`config.mk`:
```
export PLATFORM = sky130hd
export DESIGN_NAME = pointwise_mul
export DESIGN_NICKNAME = d
export VERILOG_FILES = /design/src/kyber_pkg.sv /design/src/coef_mult.sv /design/src/k2red.sv /design/src/result_fifo.sv /design/src/coef_counter.sv /design/src/poly_ctrl.sv /design/src/pointwise_mul.sv
export VERILOG_INCLUDE_DIRS = /design/src /design/src/src
export SDC_FILE = /design/constraint.sdc
export NUM_CORES = 1
export LEC_CHECK = 0
export ABC_AREA = 1
export CORE_ASPECT_RATIO = 1.75
export CORE_MARGIN = 5
export CORE_UTILIZATION = 65
export CTS_CLUSTER_SIZE = 8
export DETAILED_ROUTE_END_ITERATION = 16
export DONT_BUFFER_PORTS = 1
export HOLD_SLACK_MARGIN = 0.02
export PLACE_DENSITY = 0.84
export SETUP_SLACK_MARGIN = 0.5
export SLEW_MARGIN = 40
export SYNTH_ARGS = -nofsm -noshare
export SYNTH_HDL_FRONTEND = slang
export SYNTH_SLANG_ARGS = --single-unit
```
`constraint.sdc`:
```
create_clock -name clk -period 8.9 [get_ports clk]
set_clock_uncertainty 0.1 [all_clocks]
set_input_delay 0.445 -clock clk [delete_from_list [all_inputs] [get_ports clk]]
set_output_delay 0.445 -clock clk [all_outputs]
set_load 0.02 [all_outputs]
```
`src/kyber_consts.svh`:
```
`ifndef KYBER_CONSTS_SVH
`define KYBER_CONSTS_SVH

// modulus and K2RED factor, q = 13 * 2^8 + 1
`define KYBER_Q     3329
`define K2RED_K     13

// datapath widths
`define COEF_W      12
`define PROD_W      24
`define CNT_W       9

// result buffer depth, also the credit limit
`define FIFO_DEPTH  8

// 1 multiply cycle + 4 reduce cycles
`define PIPE_LAT    5

`endif

```
`src/kyber_pkg.sv`:
```
`include "kyber_consts.svh"

package kyber_pkg;

    typedef logic [`COEF_W-1:0] coef_t;

    // block length, up to 256
    typedef logic [`CNT_W-1:0] count_t;

    // product split at bit 8 for the K2RED fold
    typedef struct packed {
        logic [`PROD_W-9:0] hi;
        logic [7:0]         lo;
    } prod_split_t;

    typedef union packed {
        logic [`PROD_W-1:0] raw;
        prod_split_t        split;
    } prod_u;

    typedef enum logic [1:0] {
        ST_IDLE,
        ST_BUSY,
        ST_DRAIN
    } ctrl_state_e;

endpackage

```
`src/coef_mult.sv`:
```
`timescale 1ns/1ps
`include "kyber_consts.svh"

module coef_mult (
    input  logic             clk,
    input  logic             rst_n,
    input  logic             in_valid,
    input  kyber_pkg::coef_t a,
    input  kyber_pkg::coef_t b,
    output logic             prod_valid,
    output kyber_pkg::prod_u prod
);

    // full-width product, operands zero-extended first
    logic [`PROD_W-1:0] mult;

    assign mult = `PROD_W'(a) * `PROD_W'(b);

    always_ff @(posedge clk) begin
        if (!rst_n) begin
            prod_valid <= 1'b0;
        end else begin
            prod_valid <= in_valid;
        end
    end

    // product only loads on an accepted pair
    always_ff @(posedge clk) begin
        if (in_valid) begin
            prod.raw <= mult;
        end
    end

endmodule

```
`src/k2red.sv`:
```
`timescale 1ns/1ps
`include "kyber_consts.svh"

module k2red (
    input  logic             clk,
    input  logic             rst_n,
    input  logic             c_valid,
    input  kyber_pkg::prod_u c,
    output logic             r_valid,
    output kyber_pkg::coef_t r
);

    // split point, q = K * 2^LO_W + 1
    localparam int LO_W = $clog2(`KYBER_Q / `K2RED_K);
    localparam int HI_W = `PROD_W - LO_W;
    // first sum spans -(2^HI_W - 1) .. 13*255
    localparam int S1_W = HI_W + 2;
    // signed high part of the first sum
    localparam int H2_W = S1_W - LO_W;
    // second sum stays within a few hundred of 0..q
    localparam int S2_W = `COEF_W + 2;

    logic [3:0] vld_q;

    // stage 1, first split with pre-shifted lo
    logic [HI_W-1:0] s1_hi;
    logic [LO_W-1:0] s1_lo;
    logic [LO_W+2:0] s1_lo_x8;
    logic [LO_W+1:0] s1_lo_x4;

    // stage 2
    logic [S1_W-1:0] sum1_d;
    logic [S1_W-1:0] s2_sum;

    // stage 3, second split
    logic [H2_W-1:0] s3_hi;
    logic [LO_W-1:0] s3_lo;
    logic [LO_W+2:0] s3_lo_x8;
    logic [LO_W+1:0] s3_lo_x4;

    // stage 4
    logic [S2_W-1:0] sum2_d;
    logic [S2_W-1:0] corr_d;

    always_ff @(posedge clk) begin
        if (!rst_n) begin
            vld_q <= '0;
        end else begin
            vld_q <= {vld_q[2:0], c_valid};
        end
    end

    assign r_valid = vld_q[3];

    //////////////////////////////////////////////////////////////////////
    // pass one, 13*lo - hi
    //////////////////////////////////////////////////////////////////////

    always_ff @(posedge clk) begin
        s1_hi    <= c.split.hi;
        s1_lo    <= c.split.lo;
        s1_lo_x8 <= {c.split.lo, 3'b000};
        s1_lo_x4 <= {c.split.lo, 2'b00};
    end

    // two's complement in S1_W bits, may go negative
    assign sum1_d = S1_W'(s1_lo_x8) + S1_W'(s1_lo_x4) + S1_W'(s1_lo) - S1_W'(s1_hi);

    always_ff @(posedge clk) begin
        s2_sum <= sum1_d;
    end

    //////////////////////////////////////////////////////////////////////
    // pass two, same fold on the signed intermediate
    //////////////////////////////////////////////////////////////////////

    // upper bits act as an arithmetic shift right by LO_W
    always_ff @(posedge clk) begin
        s3_hi    <= s2_sum[S1_W-1:LO_W];
        s3_lo    <= s2_sum[LO_W-1:0];
        s3_lo_x8 <= {s2_sum[LO_W-1:0], 3'b000};
        s3_lo_x4 <= {s2_sum[LO_W-1:0], 2'b00};
    end

    assign sum2_d = S2_W'(s3_lo_x8) + S2_W'(s3_lo_x4) + S2_W'(s3_lo)
                  - {{(S2_W-H2_W){s3_hi[H2_W-1]}}, s3_hi};

    // one correction step brings it into 0..q-1
    always_comb begin
        if (sum2_d[S2_W-1]) begin
            corr_d = sum2_d + S2_W'(`KYBER_Q);
        end else if (sum2_d >= S2_W'(`KYBER_Q)) begin
            corr_d = sum2_d - S2_W'(`KYBER_Q);
        end else begin
            corr_d = sum2_d;
        end
    end

    always_ff @(posedge clk) begin
        r <= corr_d[`COEF_W-1:0];
    end

endmodule

```
`src/result_fifo.sv`:
```
`timescale 1ns/1ps
`include "kyber_consts.svh"

module result_fifo #(
    parameter int DEPTH = `FIFO_DEPTH
) (
    input  logic                   clk,
    input  logic                   rst_n,
    input  logic                   wr_valid,
    input  kyber_pkg::coef_t       wr_data,
    input  logic                   rd_ready,
    output logic                   rd_valid,
    output kyber_pkg::coef_t       rd_data,
    output logic [$clog2(DEPTH):0] level
);

    import kyber_pkg::*;

    localparam int AW = $clog2(DEPTH);

    coef_t         mem [DEPTH];
    logic [AW-1:0] wr_ptr;
    logic [AW-1:0] rd_ptr;
    logic          rd_fire;

    assign rd_valid = (level != '0);
    assign rd_fire  = rd_valid && rd_ready;

    // head entry shows before it is read
    assign rd_data = mem[rd_ptr];

    always_ff @(posedge clk) begin
        if (wr_valid) begin
            mem[wr_ptr] <= wr_data;
        end
    end

    // pointers wrap naturally, DEPTH is a power of two
    always_ff @(posedge clk) begin
        if (!rst_n) begin
            wr_ptr <= '0;
            rd_ptr <= '0;
            level  <= '0;
        end else begin
            if (wr_valid) begin
                wr_ptr <= wr_ptr + 1'b1;
            end
            if (rd_fire) begin
                rd_ptr <= rd_ptr + 1'b1;
            end
            case ({wr_valid, rd_fire})
                2'b10: level <= level + 1'b1;
                2'b01: level <= level - 1'b1;
                default: level <= level;
            endcase
        end
    end

endmodule

```
`src/coef_counter.sv`:
```
`timescale 1ns/1ps
`include "kyber_consts.svh"

module coef_counter (
    input  logic                         clk,
    input  logic                         rst_n,
    input  logic                         load_len,
    input  kyber_pkg::count_t            block_len,
    input  logic                         accept,
    input  logic                         accept_en,
    input  logic                         red_valid,
    input  logic                         emit,
    input  logic [$clog2(`FIFO_DEPTH):0] fifo_level,
    output logic                         in_ready,
    output logic                         last_in,
    output logic                         last_out
);

    import kyber_pkg::*;

    localparam int LVL_W = $clog2(`FIFO_DEPTH) + 1;
    localparam int FL_W  = $clog2(`PIPE_LAT + 1);
    localparam int SUM_W = LVL_W + 1;

    count_t           len_q;
    count_t           acc_cnt;
    count_t           emit_cnt;
    logic [FL_W-1:0]  flight_cnt;
    logic [SUM_W-1:0] credit_sum;
    logic             credit_ok;

    // items in the pipe plus items buffered must fit the FIFO
    assign credit_sum = SUM_W'(flight_cnt) + SUM_W'(fifo_level);
    assign credit_ok  = (credit_sum < SUM_W'(`FIFO_DEPTH));
    assign in_ready   = accept_en && credit_ok;

    // last_in is qualified by accept in the controller
    assign last_in  = (acc_cnt == len_q - 1'b1);
    assign last_out = emit && (emit_cnt == len_q - 1'b1);

    always_ff @(posedge clk) begin
        if (!rst_n) begin
            len_q      <= '0;
            acc_cnt    <= '0;
            emit_cnt   <= '0;
            flight_cnt <= '0;
        end else begin
            if (load_len) begin
                len_q    <= block_len;
                acc_cnt  <= '0;
                emit_cnt <= '0;
            end else begin
                if (accept) begin
                    acc_cnt <= acc_cnt + 1'b1;
                end
                if (emit) begin
                    emit_cnt <= emit_cnt + 1'b1;
                end
            end
            case ({accept, red_valid})
                2'b10: flight_cnt <= flight_cnt + 1'b1;
                2'b01: flight_cnt <= flight_cnt - 1'b1;
                default: flight_cnt <= flight_cnt;
            endcase
        end
    end

endmodule

```
`src/poly_ctrl.sv`:
```
`timescale 1ns/1ps

module poly_ctrl (
    input  logic clk,
    input  logic rst_n,
    input  logic start,
    input  logic accept,
    input  logic last_in,
    input  logic last_out,
    output logic accept_en,
    output logic load_len,
    output logic busy,
    output logic done
);

    import kyber_pkg::*;

    ctrl_state_e state_q;
    ctrl_state_e state_d;

    // start only counts while idle
    assign load_len  = (state_q == ST_IDLE) && start;
    assign accept_en = (state_q == ST_BUSY);
    assign busy      = (state_q != ST_IDLE);

    always_comb begin
        state_d = state_q;
        case (state_q)
            ST_IDLE: begin
                if (start) begin
                    state_d = ST_BUSY;
                end
            end
            ST_BUSY: begin
                if (accept && last_in) begin
                    state_d = ST_DRAIN;
                end
            end
            ST_DRAIN: begin
                if (last_out) begin
                    state_d = ST_IDLE;
                end
            end
            default: state_d = ST_IDLE;
        endcase
    end

    // done lands in the first idle cycle after the last result leaves
    always_ff @(posedge clk) begin
        if (!rst_n) begin
            state_q <= ST_IDLE;
            done    <= 1'b0;
        end else begin
            state_q <= state_d;
            done    <= (state_q == ST_DRAIN) && last_out;
        end
    end

endmodule

```
`src/pointwise_mul.sv`:
```
`timescale 1ns/1ps
`include "kyber_consts.svh"

module pointwise_mul (
    input  logic              clk,
    input  logic              rst_n,
    input  logic              start,
    input  kyber_pkg::count_t block_len,
    output logic              busy,
    input  logic              in_valid,
    output logic              in_ready,
    input  kyber_pkg::coef_t  in_a,
    input  kyber_pkg::coef_t  in_b,
    output logic              out_valid,
    input  logic              out_ready,
    output kyber_pkg::coef_t  out_r,
    output logic              done
);

    import kyber_pkg::*;

    logic                         accept;
    logic                         emit;
    logic                         accept_en;
    logic                         load_len;
    logic                         last_in;
    logic                         last_out;
    logic                         prod_valid;
    prod_u                        prod;
    logic                         red_valid;
    coef_t                        red_r;
    logic [$clog2(`FIFO_DEPTH):0] fifo_level;

    // handshake strobes
    assign accept = in_valid && in_ready;
    assign emit   = out_valid && out_ready;

    //////////////////////////////////////////////////////////////////////
    // control and credit
    //////////////////////////////////////////////////////////////////////

    poly_ctrl poly_ctrl_i (
        .clk       (clk),
        .rst_n     (rst_n),
        .start     (start),
        .accept    (accept),
        .last_in   (last_in),
        .last_out  (last_out),
        .accept_en (accept_en),
        .load_len  (load_len),
        .busy      (busy),
        .done      (done)
    );

    coef_counter coef_counter_i (
        .clk        (clk),
        .rst_n      (rst_n),
        .load_len   (load_len),
        .block_len  (block_len),
        .accept     (accept),
        .accept_en  (accept_en),
        .red_valid  (red_valid),
        .emit       (emit),
        .fifo_level (fifo_level),
        .in_ready   (in_ready),
        .last_in    (last_in),
        .last_out   (last_out)
    );

    //////////////////////////////////////////////////////////////////////
    // datapath, multiply -> reduce -> buffer
    //////////////////////////////////////////////////////////////////////

    coef_mult coef_mult_i (
        .clk        (clk),
        .rst_n      (rst_n),
        .in_valid   (accept),
        .a          (in_a),
        .b          (in_b),
        .prod_valid (prod_valid),
        .prod       (prod)
    );

    k2red k2red_i (
        .clk     (clk),
        .rst_n   (rst_n),
        .c_valid (prod_valid),
        .c       (prod),
        .r_valid (red_valid),
        .r       (red_r)
    );

    result_fifo #(
        .DEPTH (`FIFO_DEPTH)
    ) result_fifo_i (
        .clk      (clk),
        .rst_n    (rst_n),
        .wr_valid (red_valid),
        .wr_data  (red_r),
        .rd_ready (out_ready),
        .rd_valid (out_valid),
        .rd_data  (out_r),
        .level    (fifo_level)
    );

endmodule

```
==> results <==
- The synthesized netlist contains 47 unique library cells.
- The relative slew slack is 42.5%.
- In the routed design, unresolved DRC markers number 0.
- The cell with the largest stage delay on the worst path is sky130_fd_sc_hd__fa_1.
- The number of enable-type register cells in the synthesized netlist is 120.
- The clock tree synthesis step divided the H-tree into 2 levels.
- STA classifies the critical path startpoint as an input port.
- The number of nets in the synthesized netlist is 2116.
- The largest net degree at the start of global routing is 50.
- After layout, the minimum clock period comes to between 4 and 5 ns.
- For this run the aggregate overflow at the end of global routing stands at 0.
- By count the netlist is led by sky130_fd_sc_hd__inv_1 (345), sky130_fd_sc_hd__nand2_1 (342), sky130_fd_sc_hd__nor2_1 (151), sky130_fd_sc_hd__ha_1 (129), sky130_fd_sc_hd__dfxtp_1 (123).
- The clock buffer count from CTS is 36.
- The placed instance area is 0.0164 mm2.
- In the post-synthesis netlist, the cell with the most instances is sky130_fd_sc_hd__inv_1.
- The setup check on the worst reg-to-reg path leaves a slack of 4.46 ns.
- The initial utilization of the core area, before any placement, comes to 65.7%.
- Including well taps, the total number of placed cells is 2104.
- In this run the clock root is driven by a sky130_fd_sc_hd__clkbuf_16.
- The final hold violation count came to 0.
- The first global-routing pass estimated 59.3 mm of wire.
- The achievable clock frequency is 216 MHz.
- Setup repair after global routing left no endpoint under its margin.
- The number of gates resized after CTS was 0.
- The required arrival time at the worst endpoint is 9.04 ns.
- The routing usage on met3 is 3.96%.
- During placement, the flow inserted port buffers numbering 0.
- The worst setup path is captured at a flop.
- The actual slew at the worst max-slew pin is 0.860 ns.
- The site row count is 76.
- The maximum fanout encountered on the critical timing path is 12.
- The worst hold path belongs to the class in -> reg.
- The number of antenna cells inserted is 0.
- The via count of the first global-routing pass is 13000.
- The critical path's top delay family is adder cells.
- The share of synthesized area in the top cell type comes to 22.3%.
- After synthesis the cells add up to 0.0162 mm2.
- Clock-pin slew was measured on the worst setup and hold paths at 0.05 ns.
- The clock sink count is around 240.
- The final-report max-slew violation count is 0.
- The register bit count reported by yosys is 243.
- In the final routed layout, each cell accounts on average for 16.5 um.
- The critical path contains buffers and inverters numbering 3 combined.
- In this run, the number of DRC markers left after iteration 0 of detailed routing was 648.
- The warning count from the yosys run is 0.
- Setup violations remaining at the end of the flow were counted as 0.
- The classification of the worst setup path is in -> reg.
- Global routing consumed, on the met1 layer, about 24% of the routing resources.
- The post-layout net count is 2118.
- The most frequent cell on the critical path is sky130_fd_sc_hd__fa_1.
- The standard cell core area is 0.0246 mm2.
- Across the run, the number of max-cap violations was 0.
- The portion of the clock cycle consumed by the worst path in the final layout is 51.9%.
- Once detail routing completed, the nets flagged for antenna violations numbered 0.
- Once layout is done, the placed cells without fillers occupy 0.0175 mm2.
- The number of I/O pins is 54.
- Each instance of the synthesized netlist takes up on average just under 9 um2.
- In the final timing run, aggregate negative setup slack is 0 ns.
- The via density per instance is approximately 5.6.
- The biggest area contributor in the post-synthesis netlist is sky130_fd_sc_hd__edfxtp_1.
- The total length of routed wires is 35.7 mm.
- The signal on the critical path passes through nand2_1 -> fa_1 -> fa_1 -> fa_1 -> inv_1 -> fa_1 -> inv_1 -> fa_1 -> inv_1 -> ha_1 -> nand2_1 -> nor2_1 -> nand2_1 -> o211ai_1 -> nand3_1 -> nand3b_1 -> o21ai_0 -> o21ai_0 -> xor2_1.
- Synthesis produced 1831 cells.
- TritonCTS built the clock tree.
- The height of the die is around 220 um.
- Yosys attributes the largest share of cell area to sky130_fd_sc_hd__edfxtp_1 (22%), sky130_fd_sc_hd__dfxtp_1 (15%), sky130_fd_sc_hd__fa_1 (15%), sky130_fd_sc_hd__ha_1 (10%), sky130_fd_sc_hd__inv_1 (8.0%).
- The sequential fraction of the synthesis area is between 30% and 40%.
- The data arrival time at the worst-slack endpoint is 4.76 ns.
- Before antenna repair, the detailed router went through 5 iterations.
- Detailed placement ended at an HPWL of 26.7 mm.
- The placer's final routability congestion estimate is 0.876.
- The source-to-sink clock delay at the later pin of the worst-skew pair is ~0.52 ns.
- The most used flip-flop cell after synthesis is sky130_fd_sc_hd__dfxtp_1.
- After synthesis, the share of flip-flops with an asynchronous set or reset is 0%.
- The run finished with clean final reports.
- Of the cells placed in the final design, the portion with a size suffix greater than 1 is 6.03%.
- The largest stage delay on the critical path is 0.57 ns.
- Global routing consumed, on the met2 layer, 51.5% of the routing resources.
- The floorplan step defined a die boundary enclosing between 0.02 and 0.03 mm2.
- The overall via count from detail_route is 12200.
- The finished layout holds 2168 standard cells, fillers aside.
- The area growth from synthesis to layout is 8.20%.
- The largest buffer count on any clock path is 3.
- The initial antenna violation count is 0.
- The layer with the highest usage after global routing is met2.
- The x dimension of the die is ~130 um.
- In the global route stage, overall resource usage came out at 26.2%.
placed cells by master, fill, tap and decap left out, drive strengths merged, types with 2 or more instances in the layout:
cell         instances
ha                 129
xnor2               13
nor2               155
fa                 118
nand3               73
a221oi               2
nand3b               3
o211ai               5
a21o                 6
or2                  3
o22ai               12
clkbuf              57
a31oi               16
inv                358
edfxtp             120
o21bai               5
nand4               11
buf                 10
nand2              368
xor2                53
a211oi               2
o21ai              104
dfxtp              123
a21oi               75
dlygate4sd3          3
nor4                 2
nor3b                4
nor3                16
clkinv               3
per-layer routing:
metal  vias up  share of wire (%)
li1       5787                  -
met1      5818                 32
met2       437                 57
met3       169                4.6
met4         0                6.5
met5         -                  0
layout make-up:
cell class | count | area, um2
fillers | 1800 | 7130
clock buffers | 57 | 990
multi-input cells | 1182 | 8560
inverters | 357 | 1340
clock inverters | 4 | 50.0
repair buffers | 13 | 105
well taps | 312 | 390
flip-flops and latches | 243 | 6070
cell families after synthesis:
| kind of cell | Yosys count | synth area share, % |
|---|---|---|
| flip-flops | 243 | 37.5 |
| buffers and inverters | 406 | 9.58 |
| AO/OA/AOI/OAI | 232 | 7.95 |
| XOR/XNOR | 66 | 3.67 |
| adder cells (fa/ha/maj) | 247 | 24.6 |
| AND/OR/NAND/NOR | 637 | 16.7 |
final timing paths:
path | start | end | depth (start not counted)
min | block_len[2] | coef_counter_i.len_q[2] | 2
max | in_b[5] | coef_mult_i.prod[23] | 19
max reg2reg | k2red_i.s3_lo_x4[3] | k2red_i.r[6] | 21
min reg2reg | k2red_i.s2_sum[1] | k2red_i.s3_lo_x4[3] | 0
flip-flops by register name (all words and copies together), names as in the netlist, 4 cells and up, named ones only:
register,cells
result_fifo_i.mem,96
coef_mult_i.prod,24
k2red_i.s2_sum,18
k2red_i.s1_hi,16
k2red_i.r,12
k2red_i.s3_hi,10
coef_counter_i.acc_cnt,9
coef_counter_i.emit_cnt,9
coef_counter_i.len_q,9
k2red_i.s1_lo,8
k2red_i.s3_lo_x4,8
k2red_i.vld_q,4
result_fifo_i.level,4
worst reg2reg max path: stages, from the launching register on:
cell                      delay, ns
sky130_fd_sc_hd__dfxtp_1       0.45
sky130_fd_sc_hd__ha_1          0.23
sky130_fd_sc_hd__inv_1         0.06
sky130_fd_sc_hd__fa_1          0.39
sky130_fd_sc_hd__o21ai_0       0.36
sky130_fd_sc_hd__a21oi_1       0.12
sky130_fd_sc_hd__o21ai_0       0.30
sky130_fd_sc_hd__xor2_1        0.18
sky130_fd_sc_hd__ha_1          0.25
sky130_fd_sc_hd__ha_1          0.33
sky130_fd_sc_hd__nand2_1       0.13
sky130_fd_sc_hd__inv_1         0.05
sky130_fd_sc_hd__a21oi_1       0.24
sky130_fd_sc_hd__nand3_1       0.12
sky130_fd_sc_hd__nand2_1       0.07
sky130_fd_sc_hd__nand2_1       0.11
sky130_fd_sc_hd__nor2_1        0.18
sky130_fd_sc_hd__nand2_2       0.12
sky130_fd_sc_hd__nand2_4       0.21
sky130_fd_sc_hd__nand2_1       0.09
sky130_fd_sc_hd__nand2_1       0.06
sky130_fd_sc_hd__nand2_1       0.14
per-stage QoR:
stage	util, %	setup slack, ns	hold WS (ns)
global placement	66.7	3.88	0.211
finish	71.1	4.28	0.0281
detailed placement	66.7	3.78	0.212
CTS	71.1	4.31	0.0219
floorplan	-	3.83	0.210
global route	71.1	4.05	0.0203
what timing repair did:
item / in CTS / in global routing
hold buffers: 3 / 0
buffers inserted: 0 / 0
endpoints found under the hold margin: 23 / 0
Power is not shown: default switching activity piles up to over one toggle a cycle in this logic, so the estimate is an artifact.
